`config.mk`:
```
export PLATFORM = sky130hd
export DESIGN_NAME = dmi_subsystem
export DESIGN_NICKNAME = d
export VERILOG_FILES = /design/src/rtl/dmi_pkg.sv /design/src/rtl/dm_regs.sv /design/src/rtl/dmi_port_select.sv /design/src/rtl/dmi_subsystem.sv /design/src/rtl/halt_req_gate.sv
export VERILOG_INCLUDE_DIRS = /design/src /design/src/include
export SDC_FILE = /design/constraint.sdc
export NUM_CORES = 1
export LEC_CHECK = 0
export ABC_AREA = 1
export BUFFER_PORTS_ARGS = -buffer_cell sky130_fd_sc_hd__buf_2
export CAP_MARGIN = 40
export CELL_PAD_IN_SITES_DETAIL_PLACEMENT = 0
export CELL_PAD_IN_SITES_GLOBAL_PLACEMENT = 1
export CORE_MARGIN = 1.5
export CORE_UTILIZATION = 38
export DETAILED_ROUTE_END_ITERATION = 6
export GPL_ROUTABILITY_DRIVEN = 0
export MAX_ROUTING_LAYER = met4
export PLACE_DENSITY = 0.87
export REMOVE_ABC_BUFFERS = 1
export SYNTH_ARGS = -nofsm -noshare
export SYNTH_HDL_FRONTEND = slang
export SYNTH_SLANG_ARGS = --single-unit
```
`constraint.sdc`:
```
create_clock -name clk_i -period 2.5 [get_ports clk_i]
set_clock_uncertainty 0.1 [all_clocks]
set_input_delay 0.5 -clock clk_i [delete_from_list [all_inputs] [get_ports clk_i]]
set_output_delay 0.5 -clock clk_i [all_outputs]
set_load 0.03 [all_outputs]
```
`src/include/dmi_defines.svh`:
```
/*
 * DMI debug front end constants
 * Bus widths, debug register addresses, dmcontrol bit positions,
 * read-only register values and the post-reset debug request delay
 */
`ifndef DMI_DEFINES_SVH
`define DMI_DEFINES_SVH

// Bus widths
`define DMI_ADDR_W 7
`define DMI_DATA_W 32

// Boot window before a debug request may reach the core
`define DMI_DEL_CYCLES 500

// Debug register map
`define DMI_ADDR_DATA0     7'h04
`define DMI_ADDR_DATA1     7'h05
`define DMI_ADDR_DMCONTROL 7'h10
`define DMI_ADDR_DMSTATUS  7'h11
`define DMI_ADDR_HARTINFO  7'h12

// dmcontrol fields
`define DMCTRL_DMACTIVE_BIT 0
`define DMCTRL_NDMRESET_BIT 1
`define DMCTRL_HALTREQ_BIT  31

// Version 2 in [3:0], authenticated in [7]
`define DMSTATUS_VALUE 32'h0000_0082
// nscratch 2, dataaccess 1, datasize 2, dataaddr 0x380
`define HARTINFO_VALUE 32'h0021_2380

`endif

```
`src/rtl/dmi_pkg.sv`:
```
/*
 * DMI types
 * Request and response payloads and the op and status encodings
 * shared by both request sources and the debug register target
 */
`default_nettype none
`include "dmi_defines.svh"

package dmi_pkg;

  // Request op, value 3 is reserved
  typedef enum logic [1:0] {
    DMI_NOP   = 2'd0,
    DMI_READ  = 2'd1,
    DMI_WRITE = 2'd2
  } dmi_op_e;

  // Response status
  typedef enum logic [1:0] {
    DMI_SUCCESS = 2'd0,
    DMI_FAILED  = 2'd2
  } dmi_resp_e;

  typedef struct packed {
    logic [`DMI_ADDR_W-1:0] addr;
    dmi_op_e                op;
    logic [`DMI_DATA_W-1:0] data;
  } dmi_req_t;

  typedef struct packed {
    logic [`DMI_DATA_W-1:0] data;
    dmi_resp_e              resp;
  } dmi_resp_t;

endpackage

`default_nettype wire

```
`src/rtl/dm_regs.sv`:
```
/*
 * Debug register target
 * Executes DMI reads and writes on data0, data1 and dmcontrol,
 * serves the read-only dmstatus and hartinfo, holds one response
 */
`timescale 1ns/1ns
`default_nettype none
`include "dmi_defines.svh"

module dm_regs (
  input  logic                clk_i,
  input  logic                rst_ni,
  input  dmi_pkg::dmi_req_t   req_i,
  input  logic                req_valid_i,
  output logic                req_ready_o,
  output dmi_pkg::dmi_resp_t  resp_o,
  output logic                resp_valid_o,
  input  logic                resp_ready_i,
  output logic                dmactive_o,
  output logic                haltreq_o,
  output logic                ndmreset_o
);
  import dmi_pkg::*;

  logic [`DMI_DATA_W-1:0] data0_q;
  logic [`DMI_DATA_W-1:0] data1_q;
  logic [`DMI_DATA_W-1:0] dmcontrol_q;
  logic [`DMI_DATA_W-1:0] rd_data;
  logic                   addr_hit;
  logic                   req_accept;
  logic                   wr_en;
  logic                   exec_q;
  logic                   resp_valid_q;
  dmi_resp_t              resp_d;
  dmi_resp_t              resp_q;

  // --------------------------------------------------------------------------
  // Address decode and response build
  // --------------------------------------------------------------------------
  always_comb begin
    rd_data  = '0;
    addr_hit = 1'b1;
    case (req_i.addr)
      `DMI_ADDR_DATA0:     rd_data = data0_q;
      `DMI_ADDR_DATA1:     rd_data = data1_q;
      `DMI_ADDR_DMCONTROL: rd_data = dmcontrol_q;
      `DMI_ADDR_DMSTATUS:  rd_data = `DMSTATUS_VALUE;
      `DMI_ADDR_HARTINFO:  rd_data = `HARTINFO_VALUE;
      default:             addr_hit = 1'b0;
    endcase
  end

  always_comb begin
    resp_d = '{data: '0, resp: DMI_FAILED};
    case (req_i.op)
      DMI_NOP: resp_d = '{data: '0, resp: DMI_SUCCESS};
      DMI_READ: begin
        if (addr_hit) begin
          resp_d = '{data: rd_data, resp: DMI_SUCCESS};
        end
      end
      DMI_WRITE: begin
        if (addr_hit) begin
          resp_d = '{data: '0, resp: DMI_SUCCESS};
        end
      end
      default: resp_d = '{data: '0, resp: DMI_FAILED};
    endcase
  end

  // Take a new request when the slot is free or drains on this edge
  assign req_ready_o = ~exec_q & (~resp_valid_q | resp_ready_i);
  assign req_accept  = req_valid_i & req_ready_o;
  assign wr_en       = req_accept & (req_i.op == DMI_WRITE);

  // --------------------------------------------------------------------------
  // Debug registers
  // --------------------------------------------------------------------------
  always_ff @(posedge clk_i or negedge rst_ni) begin
    if (!rst_ni) begin
      data0_q     <= '0;
      data1_q     <= '0;
      dmcontrol_q <= '0;
    end else if (wr_en) begin
      // dmstatus and hartinfo writes fall through
      case (req_i.addr)
        `DMI_ADDR_DATA0:     data0_q <= req_i.data;
        `DMI_ADDR_DATA1:     data1_q <= req_i.data;
        `DMI_ADDR_DMCONTROL: dmcontrol_q <= req_i.data;
        default:             ;
      endcase
    end
  end

  // Response slot, visible one edge after acceptance
  always_ff @(posedge clk_i or negedge rst_ni) begin
    if (!rst_ni) begin
      exec_q       <= 1'b0;
      resp_valid_q <= 1'b0;
    end else begin
      exec_q <= req_accept;
      if (exec_q) begin
        resp_valid_q <= 1'b1;
      end else if (resp_ready_i) begin
        resp_valid_q <= 1'b0;
      end
    end
  end

  always_ff @(posedge clk_i) begin
    if (req_accept) begin
      resp_q <= resp_d;
    end
  end

  assign resp_o       = resp_q;
  assign resp_valid_o = resp_valid_q;

  assign dmactive_o = dmcontrol_q[`DMCTRL_DMACTIVE_BIT];
  assign haltreq_o  = dmcontrol_q[`DMCTRL_HALTREQ_BIT];
  assign ndmreset_o = dmcontrol_q[`DMCTRL_NDMRESET_BIT];

endmodule

`default_nettype wire

```
`src/rtl/dmi_port_select.sv`:
```
/*
 * DMI source select
 * Takes requests from the JTAG side or the simulation DTM side,
 * buffers one request and returns responses to the live side only
 */
`timescale 1ns/1ns
`default_nettype none
`include "dmi_defines.svh"

module dmi_port_select #(
  parameter bit JtagEnable = 1'b1
) (
  input  logic                clk_i,
  input  logic                rst_ni,
  // JTAG side
  input  dmi_pkg::dmi_req_t   jtag_req_i,
  input  logic                jtag_req_valid_i,
  output logic                jtag_req_ready_o,
  output dmi_pkg::dmi_resp_t  jtag_resp_o,
  output logic                jtag_resp_valid_o,
  input  logic                jtag_resp_ready_i,
  // Simulation DTM side
  input  dmi_pkg::dmi_req_t   dtm_req_i,
  input  logic                dtm_req_valid_i,
  output logic                dtm_req_ready_o,
  output dmi_pkg::dmi_resp_t  dtm_resp_o,
  output logic                dtm_resp_valid_o,
  input  logic                dtm_resp_ready_i,
  // Toward the register target
  output dmi_pkg::dmi_req_t   req_o,
  output logic                req_valid_o,
  input  logic                req_ready_i,
  input  dmi_pkg::dmi_resp_t  resp_i,
  input  logic                resp_valid_i,
  output logic                resp_ready_o
);
  import dmi_pkg::*;

  dmi_req_t sel_req;
  logic     sel_valid;
  logic     full_q;
  dmi_req_t buf_q;

  // Live source mux
  assign sel_req   = JtagEnable ? jtag_req_i : dtm_req_i;
  assign sel_valid = JtagEnable ? jtag_req_valid_i : dtm_req_valid_i;

  // Source ready only while the holding register is empty
  assign jtag_req_ready_o = JtagEnable ? ~full_q : 1'b0;
  assign dtm_req_ready_o  = JtagEnable ? 1'b0 : ~full_q;

  always_ff @(posedge clk_i or negedge rst_ni) begin
    if (!rst_ni) begin
      full_q <= 1'b0;
    end else if (full_q) begin
      full_q <= ~req_ready_i;
    end else begin
      full_q <= sel_valid;
    end
  end

  always_ff @(posedge clk_i) begin
    if (!full_q && sel_valid) begin
      buf_q <= sel_req;
    end
  end

  assign req_o       = buf_q;
  assign req_valid_o = full_q;

  // Response steering, the idle side sees nothing
  assign jtag_resp_o       = JtagEnable ? resp_i : '0;
  assign jtag_resp_valid_o = JtagEnable ? resp_valid_i : 1'b0;
  assign dtm_resp_o        = JtagEnable ? '0 : resp_i;
  assign dtm_resp_valid_o  = JtagEnable ? 1'b0 : resp_valid_i;
  assign resp_ready_o      = JtagEnable ? jtag_resp_ready_i : dtm_resp_ready_i;

endmodule

`default_nettype wire

```
`src/rtl/dmi_subsystem.sv`:
```
/*
 * DMI debug front end
 * Source select, debug register target and debug request gating
 */
`timescale 1ns/1ns
`default_nettype none
`include "dmi_defines.svh"

module dmi_subsystem #(
  parameter bit JtagEnable = 1'b1
) (
  input  logic                clk_i,
  input  logic                rst_ni,
  // JTAG side
  input  dmi_pkg::dmi_req_t   jtag_req_i,
  input  logic                jtag_req_valid_i,
  output logic                jtag_req_ready_o,
  output dmi_pkg::dmi_resp_t  jtag_resp_o,
  output logic                jtag_resp_valid_o,
  input  logic                jtag_resp_ready_i,
  // Simulation DTM side
  input  dmi_pkg::dmi_req_t   dtm_req_i,
  input  logic                dtm_req_valid_i,
  output logic                dtm_req_ready_o,
  output dmi_pkg::dmi_resp_t  dtm_resp_o,
  output logic                dtm_resp_valid_o,
  input  logic                dtm_resp_ready_i,
  // Core side
  output logic                debug_req_o,
  output logic                dm_rst_o
);
  import dmi_pkg::*;

  dmi_req_t  dmi_req;
  logic      dmi_req_valid;
  logic      dmi_req_ready;
  dmi_resp_t dmi_resp;
  logic      dmi_resp_valid;
  logic      dmi_resp_ready;
  logic      dmactive;
  logic      haltreq;
  logic      ndmreset;

  dmi_port_select #(
    .JtagEnable ( JtagEnable )
  ) i_dmi_port_select (
    .clk_i             ( clk_i             ),
    .rst_ni            ( rst_ni            ),
    .jtag_req_i        ( jtag_req_i        ),
    .jtag_req_valid_i  ( jtag_req_valid_i  ),
    .jtag_req_ready_o  ( jtag_req_ready_o  ),
    .jtag_resp_o       ( jtag_resp_o       ),
    .jtag_resp_valid_o ( jtag_resp_valid_o ),
    .jtag_resp_ready_i ( jtag_resp_ready_i ),
    .dtm_req_i         ( dtm_req_i         ),
    .dtm_req_valid_i   ( dtm_req_valid_i   ),
    .dtm_req_ready_o   ( dtm_req_ready_o   ),
    .dtm_resp_o        ( dtm_resp_o        ),
    .dtm_resp_valid_o  ( dtm_resp_valid_o  ),
    .dtm_resp_ready_i  ( dtm_resp_ready_i  ),
    .req_o             ( dmi_req           ),
    .req_valid_o       ( dmi_req_valid     ),
    .req_ready_i       ( dmi_req_ready     ),
    .resp_i            ( dmi_resp          ),
    .resp_valid_i      ( dmi_resp_valid    ),
    .resp_ready_o      ( dmi_resp_ready    )
  );

  dm_regs i_dm_regs (
    .clk_i        ( clk_i          ),
    .rst_ni       ( rst_ni         ),
    .req_i        ( dmi_req        ),
    .req_valid_i  ( dmi_req_valid  ),
    .req_ready_o  ( dmi_req_ready  ),
    .resp_o       ( dmi_resp       ),
    .resp_valid_o ( dmi_resp_valid ),
    .resp_ready_i ( dmi_resp_ready ),
    .dmactive_o   ( dmactive       ),
    .haltreq_o    ( haltreq        ),
    .ndmreset_o   ( ndmreset       )
  );

  halt_req_gate i_halt_req_gate (
    .clk_i       ( clk_i       ),
    .rst_ni      ( rst_ni      ),
    .dmactive_i  ( dmactive    ),
    .haltreq_i   ( haltreq     ),
    .ndmreset_i  ( ndmreset    ),
    .debug_req_o ( debug_req_o ),
    .dm_rst_o    ( dm_rst_o    )
  );

endmodule

`default_nettype wire

```
`src/rtl/halt_req_gate.sv`:
```
/*
 * Debug request gate
 * Holds off the core debug request for a boot window after reset
 * and qualifies halt request and ndmreset with dmactive
 */
`timescale 1ns/1ns
`default_nettype none
`include "dmi_defines.svh"

module halt_req_gate (
  input  logic clk_i,
  input  logic rst_ni,
  input  logic dmactive_i,
  input  logic haltreq_i,
  input  logic ndmreset_i,
  output logic debug_req_o,
  output logic dm_rst_o
);

  localparam int unsigned CntW = $clog2(`DMI_DEL_CYCLES + 1);

  logic [CntW-1:0] del_cnt_q;
  logic            del_done;

  assign del_done = (del_cnt_q == '0);

  // Boot window counter, stops at zero
  always_ff @(posedge clk_i or negedge rst_ni) begin
    if (!rst_ni) begin
      del_cnt_q   <= CntW'(`DMI_DEL_CYCLES);
      debug_req_o <= 1'b0;
      dm_rst_o    <= 1'b0;
    end else begin
      if (!del_done) begin
        del_cnt_q <= del_cnt_q - 1'b1;
      end
      debug_req_o <= del_done & haltreq_i & dmactive_i;
      dm_rst_o    <= ndmreset_i & dmactive_i;
    end
  end

endmodule

`default_nettype wire
```
# Yosys cells after proc, flatten, opt, wreduce, memory -nomap -nowiden
# Cells that the tools add are included.
# word_totals
regBits	185
word_cells	50
# classes
n_addsub	1
eq_ne	7
mux	8
bitwise	11
n_reduce_logical	9
# ops
operator	count
32-bit one-hot mux with 5 select lines	1
34-bit one-hot mux with 3 select lines	1
34-bit 2-to-1 mux	1
7-bit by 5-bit equality test with 1-bit output (second input constant)	3
7-bit by 3-bit equality test with 1-bit output (second input constant)	2
9-bit zero test	1
9-bit by 1-bit subtractor with 9-bit output (second input constant)	1
1-bit AND	6
2-bit AND reduction	3
5-bit OR reduction	1
1-bit 2-to-1 mux	4
1-bit inverter	4
2-bit by 1-bit equality test with 1-bit output (second input constant)	1
2-bit equality test (second input constant)	1
2-bit zero test	1
2-bit 2-to-1 mux	1
2-bit nonzero test	1
1-bit logical AND	1
1-bit zero test	1
1-bit OR	1

# Logic depth before layout (Yosys ltp)
# Gate-level depths: netlist of the first run.
# logic_depth
word_depth	6
ltp_mapped	10
mapped_depth_nobuf	8

# Hierarchy
# Synthesis of the first run repeated with hierarchy kept, for this count alone.
# hier_totals
cells_unflattened	826
area_unflattened_um2	8533.2
# by_module_without_submodules
mod	instances	cells_each	area_per_inst_um2	seq_area_each_um2
dm_regs	1	633	6139.6	3443.3
dmi_port_select	1	121	1828.0	1256.2
halt_req_gate	1	72	565.5	282.8

# Worst setup path after synthesis of the first run
# OpenSTA, ideal clock, no wires.
# synth_path
path_kind	input -> register
from	input jtag_req_valid_i
to	register i_dmi_port_select.buf_q (netlist bit i_dmi_port_select.req_o[0]) (enable)
arrival_time_ps	2280
t_required_ps	1960
slack_ps	-320
stages	2
path_buffers	0
cell_sequence	inv_1 > nor2_1
# synth_between
elab_chain_cells	1
# synth_rtl
element	line_no	text
start, declared	dmi_subsystem.sv:16	input logic jtag_req_valid_i,
1-bit logical AND	dmi_port_select.sv:63	if (!full_q && sel_valid) begin
end signal, assigned	dmi_port_select.sv:64	buf_q <= sel_req;
end, declared	dmi_port_select.sv:42	dmi_req_t buf_q;
# Every way passes these cells.
# A chain may end at the register's enable or synchronous reset.

# Worst setup path in the final report of the first run
# layout_path
from	register i_dmi_port_select.buf_q (netlist bit i_dmi_port_select.req_o[37])
to	register i_dm_regs.dmcontrol_q[31]
# layout_between
elab_chain_cells	2
# layout_rtl
element	line_no	text
7-bit by 5-bit equality test with 1-bit output	dm_regs.sv:86	case (req_i.addr)
2-bit AND reduction (no line)	n/a	
end signal, assigned	dm_regs.sv:89	`DMI_ADDR_DMCONTROL: dmcontrol_q <= req_i.data;
end, declared	dm_regs.sv:27	logic [`DMI_DATA_W-1:0] dmcontrol_q;
# Every way passes these cells.

==> impl_metrics.ini, run 1 <==
[run_status]
status = finished clean

[global_route]
grt_usage_pct = 16.6
grt_max_degree = 44
grt_pass1_wl_um = 26500
grt_pass1_vias = 5123
grt_overflow = 0
antenna_found_initial = 0

[routing]
drt_iter0_markers = 349
wl_per_cell_um = 14.3
vias_per_cell = 4.65
first_pass_iters = 5
totalWireLength_um = 16900
drc = 0
ant_nets = 0
vias = 5488

[yosys]
syn_area_per_cell_um2 = 9.71
ys_top_cells_by_area = dfrtp_1 (33%), edfxtp_1 (28%), nand2_1 (12%), o21ai_1 (5.8%), buf_4 (3.9%)
ys_seq_elements = 184
synth_warnings = 0
synthCells = 814
synth-seq-area-share_pct = 63.0
synth_top_area_share_pct = 32.9
synth.distinct_cells = 28
mappedNetlistArea_mm2 = 0.00791
synth_area_leader_cell = dfrtp_1

[hold_path]
hp-class = primary input to flip-flop

[cts]
clockRootBuffer = clkbuf_16
cts_tree = built
cts.repair.resized = 0
cts-buffers-inserted = 17
cts_buffer_depth = 2
cts_num_sinks = 184
clk_latency_ps = 430
cts-htree-levels = 4
clkSlewWorstSetupHoldPaths_ps = 70

[worst_setup_path]
cp-end-kind = flip-flop
crit_type = flip-flop to flip-flop
cp.arrival_ps = 2250
rrSetupSlack_ps = 510
critPathRequiredTime_ps = 2760
critPathMaxFanout = 30
cp-start-kind = flip-flop

[sta]
fmax_mhz = 504
period_share_pct = 79.4
hold_viol = 0
rsz0062_at_grt = false
period_needed_ps = 1990
slew_viol_final = 0
setup_tns_ps = 0
setup_viol = 0

[floorplan]
die_area_mm2 = 0.0217
rows = 52
start_util_pct = 38.9
core_region_area_mm2 = 0.0203
ioPinCount = 162
die_y_um = 147
die_x_um = 147

[job]
cap_viol_max_count = 0

[placement]
io_buffers = 81
placed_area_mm2 = 0.00856
dp_hpwl_um = 10700
placed_cells = 1148

[power_and_ir_drop]
ir_drop_uv = 521
p_per_area_mw_per_mm2 = 863
p_leak_nw = 4.53

[final_layout]
instances_no_fill = 1181
fillers = 1996
diodes = 0
syn_to_final_growth_pct = 15.5
layout-drive-gt1-share_pct = 17.2
fin_nets = 987
final_area_mm2 = 0.00913
-- where the power goes --
part	total, mW	leakage, nW	internal (mW)	switching [mW]
sequential	3.90	2.05	3.70	0.193
clock	2.56	0.276	1.41	1.15
combinational	1.42	2.21	0.316	1.11
-- synth_stat cells --
cell and instances:
and2_1 1, xnor2_1 4, nor2_2 4, dfstp_2 6, buf_6 4, buf_4 41
nand3_1 29, nor2_4 3, o211ai_1 18, ha_1 1, buf_1 6, dfrtp_1 104
nand2_4 1, o21ai_0 17, xor2_1 2, nand3_4 1, conb_1 1, nand2_1 250
clkbuf_1 6, inv_2 4, buf_2 19, edfxtp_1 74, o21bai_2 1, a21oi_1 5
inv_1 75, nor2_1 43, nor3_1 3, o21ai_1 91
-- worst max-delay path, cell delays in order, from the launching register on --
cell	delay (ps)
edfxtp_1	380
nor2_1	190
nand2_1	110
inv_1	60
nand2_1	160
buf_12	230
nor2_4	120
buf_4	340
nand2_1	100
o21ai_1	90
-- worst paths after layout --
path / to / startpoint / cells past startpoint
max in group asynchronous: i_halt_req_gate.del_cnt_q[2] / rst_ni / 3
worst max register to register: i_dm_regs.dmcontrol_q[31] / i_dmi_port_select.req_o[37] / 9
min in group asynchronous: i_halt_req_gate.debug_req_o / rst_ni / 2
worst min register to register: i_halt_req_gate.del_cnt_q[8] / i_halt_req_gate.del_cnt_q[8] / 2
worst min-delay path: i_dmi_port_select.req_o[25] / jtag_req_i[25] / 1
worst max-delay path: i_dm_regs.dmcontrol_q[31] / i_dmi_port_select.req_o[37] / 9
-- layout make-up --
class / instances / area [um^2] / share of cell area, %
tap: 270 / 338 / 3.70
timing repair buffer: 105 / 666 / 7.29
clock buffer: 19 / 443 / 4.85
inverter: 79 / 297 / 3.25
clock inverter: 13 / 120 / 1.32
multi-input combinational: 511 / 2280 / 25.0
sequential: 184 / 4980 / 54.6
-- timing repair --
action,in CTS,in global routing
endpoints found under the hold margin,21,0
setup buffers,0,0
hold buffers,1,0
-- registers in the layout, indices dropped and copies added (netlist names), 9 cells and up --
signal                     flops
i_dm_regs.data1_q             32
i_dm_regs.resp_o              33
i_dmi_port_select.req_o       41
i_dm_regs.dmcontrol_q         32
i_halt_req_gate.del_cnt_q      9
i_dm_regs.data0_q             32
-- layer usage --
layer / share of wire, % / track usage, % / routed length [um] / vias to the layer above
met5: 0 / - / 0 / -
met4: 2.1 / 6.80 / 349 / 0
met3: 4.8 / 3.11 / 815 / 25
met2: 48 / 26.0 / 8110 / 161
met1: 45 / 21.4 / 7600 / 2592
li1: - / - / - / 2710
-- stage by stage --
stage          hold slack [ps]  power [mW]  utilization (%)  setup slack, ps
4_1_cts                    120        7.97             45.0              507
3_5_place_dp               348        5.39             42.2              434
2_1_floorplan              104        4.84                -            -1080
6_report                   137        7.88             45.0              515
3_3_place_gp               348        5.38             42.2              465
5_1_grt                    120        8.21             45.0              289
-- cells by family (layout without fill, tap and decap cells) --
group                      Yosys count  after routing  synth area share [%]
xor gates and xnor gates             6              6                 0.665
AOI/OAI and AO/OA                  132            132                  9.00
adders and majority gates            1              1                 0.158
and+or+nand+nor                    335            335                  17.1
DFF                                184            184                  63.0
other                                1             37                0.0474
buffers and inverters              155            216                  9.99
-- placed cells by master (no fill, tap or decap), types with 4 or more instances in the layout --
cell type	count
a21oi_1	5
nor2_4	5
o21ai_0	17
o211ai_1	18
xnor2_1	4
o21ai_1	91
nor2_2	4
buf_4	18
nand2_1	250
inv_1	75
buf_2	80
buf_12	6
dfrtp_1	104
nand3_1	29
conb_1	37
edfxtp_1	74
nor2_1	41
clkinv_2	4
inv_2	4
dfstp_2	6
clkbuf_16	17
Power figures use the tool's default switching activity.
==> run 2, diff against run 1 <==
==> constraint.sdc (replaced) <==
create_clock -name clk_i -period 1.8 [get_ports clk_i]
set_clock_uncertainty 0.1 [all_clocks]
set_input_delay 0.36 -clock clk_i [delete_from_list [all_inputs] [get_ports clk_i]]
set_output_delay 0.36 -clock clk_i [all_outputs]
set_load 0.03 [all_outputs]
==> run 2 against run 1 <==
Worst hold slack worse by 120 ps; critical endpoint is now i_dm_regs.dmcontrol_q[6]; highest routed layer unchanged; fmax is 16% higher; global-route usage is 0.54 points higher; first-iteration DRC count is 4.6% higher; flip-flop and latch count stayed put; critical path type unchanged; non-clock buffer count is 39 higher; sequential power is 39% higher.
==> impl_metrics.ini, run 2 (same netlist as run 1, synthesis figures left out) <==
[run_status]
status = finished clean

[floorplan]
core_region_area_mm2 = 0.0203
start_util_pct = 38.9
die_y_um = 147
ioPinCount = 162
die_x_um = 147
rows = 52
die_area_mm2 = 0.0217

[power_and_ir_drop]
switchingPower_mw = 3.41
ir_drop_uv = 710
p_per_area_mw_per_mm2 = 1160
clock_power_share_pct = 31.7
p_comb_share_pct = 19.3
seqPwrFrac_pct = 49.0
p_int_mw = 7.65
p_leak_nw = 4.71
switching_share_pct = 30.9

[worst_setup_path]
crit_chain = o21bai_2, nor2_4, nand3_4, nor2_4, buf_12, nand2_1, o21ai_0
rrSetupSlack_ps = 90
cp-start-kind = flip-flop
cp-end-kind = flip-flop
max_stage_delay_ps = 360
cp.arrival_ps = 1940
cp_common_cell = nor2_4
crit_type = flip-flop to flip-flop
critPathRequiredTime_ps = 2030
critPathMaxFanout = 29
slowest_stage = dfrtp_1
cp_top_family = simple AND/OR/NAND/NOR gates
cp.buffers_inverters = 1

[cts]
cts_tree = built
cts-htree-levels = 4
cts_buffer_depth = 2
clockRootBuffer = clkbuf_16
cts-buffers-inserted = 17
clkSlewWorstSetupHoldPaths_ps = 60
cts_num_sinks = 184
clk_latency_ps = 420

[sta]
setup_viol = 0
period_needed_ps = 1710
rsz0062_at_grt = true
fmax_mhz = 585
hold_viol = 0
slew_viol_final = 0
period_share_pct = 95.0
setup_tns_ps = 0

[final_layout]
largest_reg_flops = 41
mostFrequentLayoutCell = nand2_1
instances_no_fill = 1221
diodes = 0
final_cell_mix = nand2_1 (249), dfrtp_1 (104), o21ai_1 (94), buf_2 (80), inv_1 (75)
seq_area_mm2 = 0.00498
fin_nets = 1027
fillers = 1927
multi_input_area_mm2 = 0.00230
layout-drive-gt1-share_pct = 18.1
syn_to_final_growth_pct = 20.8

[placement]
io_buffers = 81
dp_hpwl_um = 10900
placed_cells = 1160

[global_route]
grt_usage_pct = 17.2
grt_overflow = 0
grt_max_degree = 42
antenna_found_initial = 0
grt_pass1_vias = 5460
grt_pass1_wl_um = 27700

[routing]
vias_per_cell = 4.54
drc = 0
totalWireLength_um = 17500
drt_iter0_markers = 365
ant_nets = 0
first_pass_iters = 5
wl_per_cell_um = 14.3
vias = 5545

[hold_path]
hp-class = primary input to flip-flop

[job]
cap_viol_max_count = 0
[run 2: changes by cell type in the layout (fill, tap and decap cells not counted), moves of 2 or more]
cell | before | now
buf_6 | 0 | 2
clkinv_2 | 4 | 1
buf_4 | 18 | 28
o21ai_1 | 91 | 94
buf_12 | 6 | 9
o21ai_0 | 17 | 14
clkbuf_1 | 1 | 4
dlygate4sd3_1 | 1 | 24
[run 2: timing repair]
action | CTS | global route
setup buffers | 0 | 3
hold endpoints to repair | 38 | 2
endpoints found under the setup margin | 0 | 116
resized for setup | 0 | 8
hold buffers | 22 | 2
[run 2: worst paths after layout]
path / from / endpoint / depth (start not counted)
min reg2reg: i_halt_req_gate.del_cnt_q[8] / i_halt_req_gate.del_cnt_q[8] / 2
min: jtag_req_i[23] / i_dmi_port_select.req_o[23] / 1
max reg2reg: i_dm_regs.exec_q / i_dm_regs.dmcontrol_q[6] / 7
max in group asynchronous: rst_ni / i_dm_regs.data0_q[12] / 3
min in group asynchronous: rst_ni / i_dm_regs.data1_q[17] / 2
max: i_dm_regs.exec_q / i_dm_regs.dmcontrol_q[6] / 7
[run 2: area by class of cell]
| cell class | count | area share [%] |
|---|---|---|
| clock buffer | 22 | 4.76 |
| clock inverter | 10 | 1.01 |
| inverter | 79 | 3.11 |
| multi-input combinational | 512 | 24.1 |
| sequential | 184 | 52.2 |
| tap | 270 | 3.54 |
| timing repair buffer | 144 | 11.3 |
[run 2: power groups by stage]
stage	clock network (mW)	registers [mW]	logic, mW
floorplan	0	6.02	0.709
finish	3.51	5.42	2.14
global route	3.75	5.49	2.30
global placement	0	5.50	2.05
detailed placement	0	5.50	2.08
CTS	3.59	5.43	2.12
[run 2: routing by layer]
layer	track usage (%)	vias up	wire length (um)
met1	22.0	2570	7750
met2	27.7	157	8640
met4	5.65	0	185
li1	-	2801	-
met3	3.01	17	920
met5	-	-	0
[run 2: per-stage QoR]
step / power (mW) / worst slack [ps] / util (%) / hold WS [ps] / area [um^2]
detailed placement: 7.58 / 59.2 / 42.8 / 178 / 8680
CTS: 11.1 / 42.3 / 46.6 / 0.784 / 9460
finish: 11.1 / 89.7 / 47.0 / 18.0 / 9550
global placement: 7.55 / 84.3 / 42.8 / 179 / 8680
global route: 11.5 / -1.09 / 47.0 / 1.19 / 9550
floorplan: 6.73 / -1780 / - / -35.6 / 7550
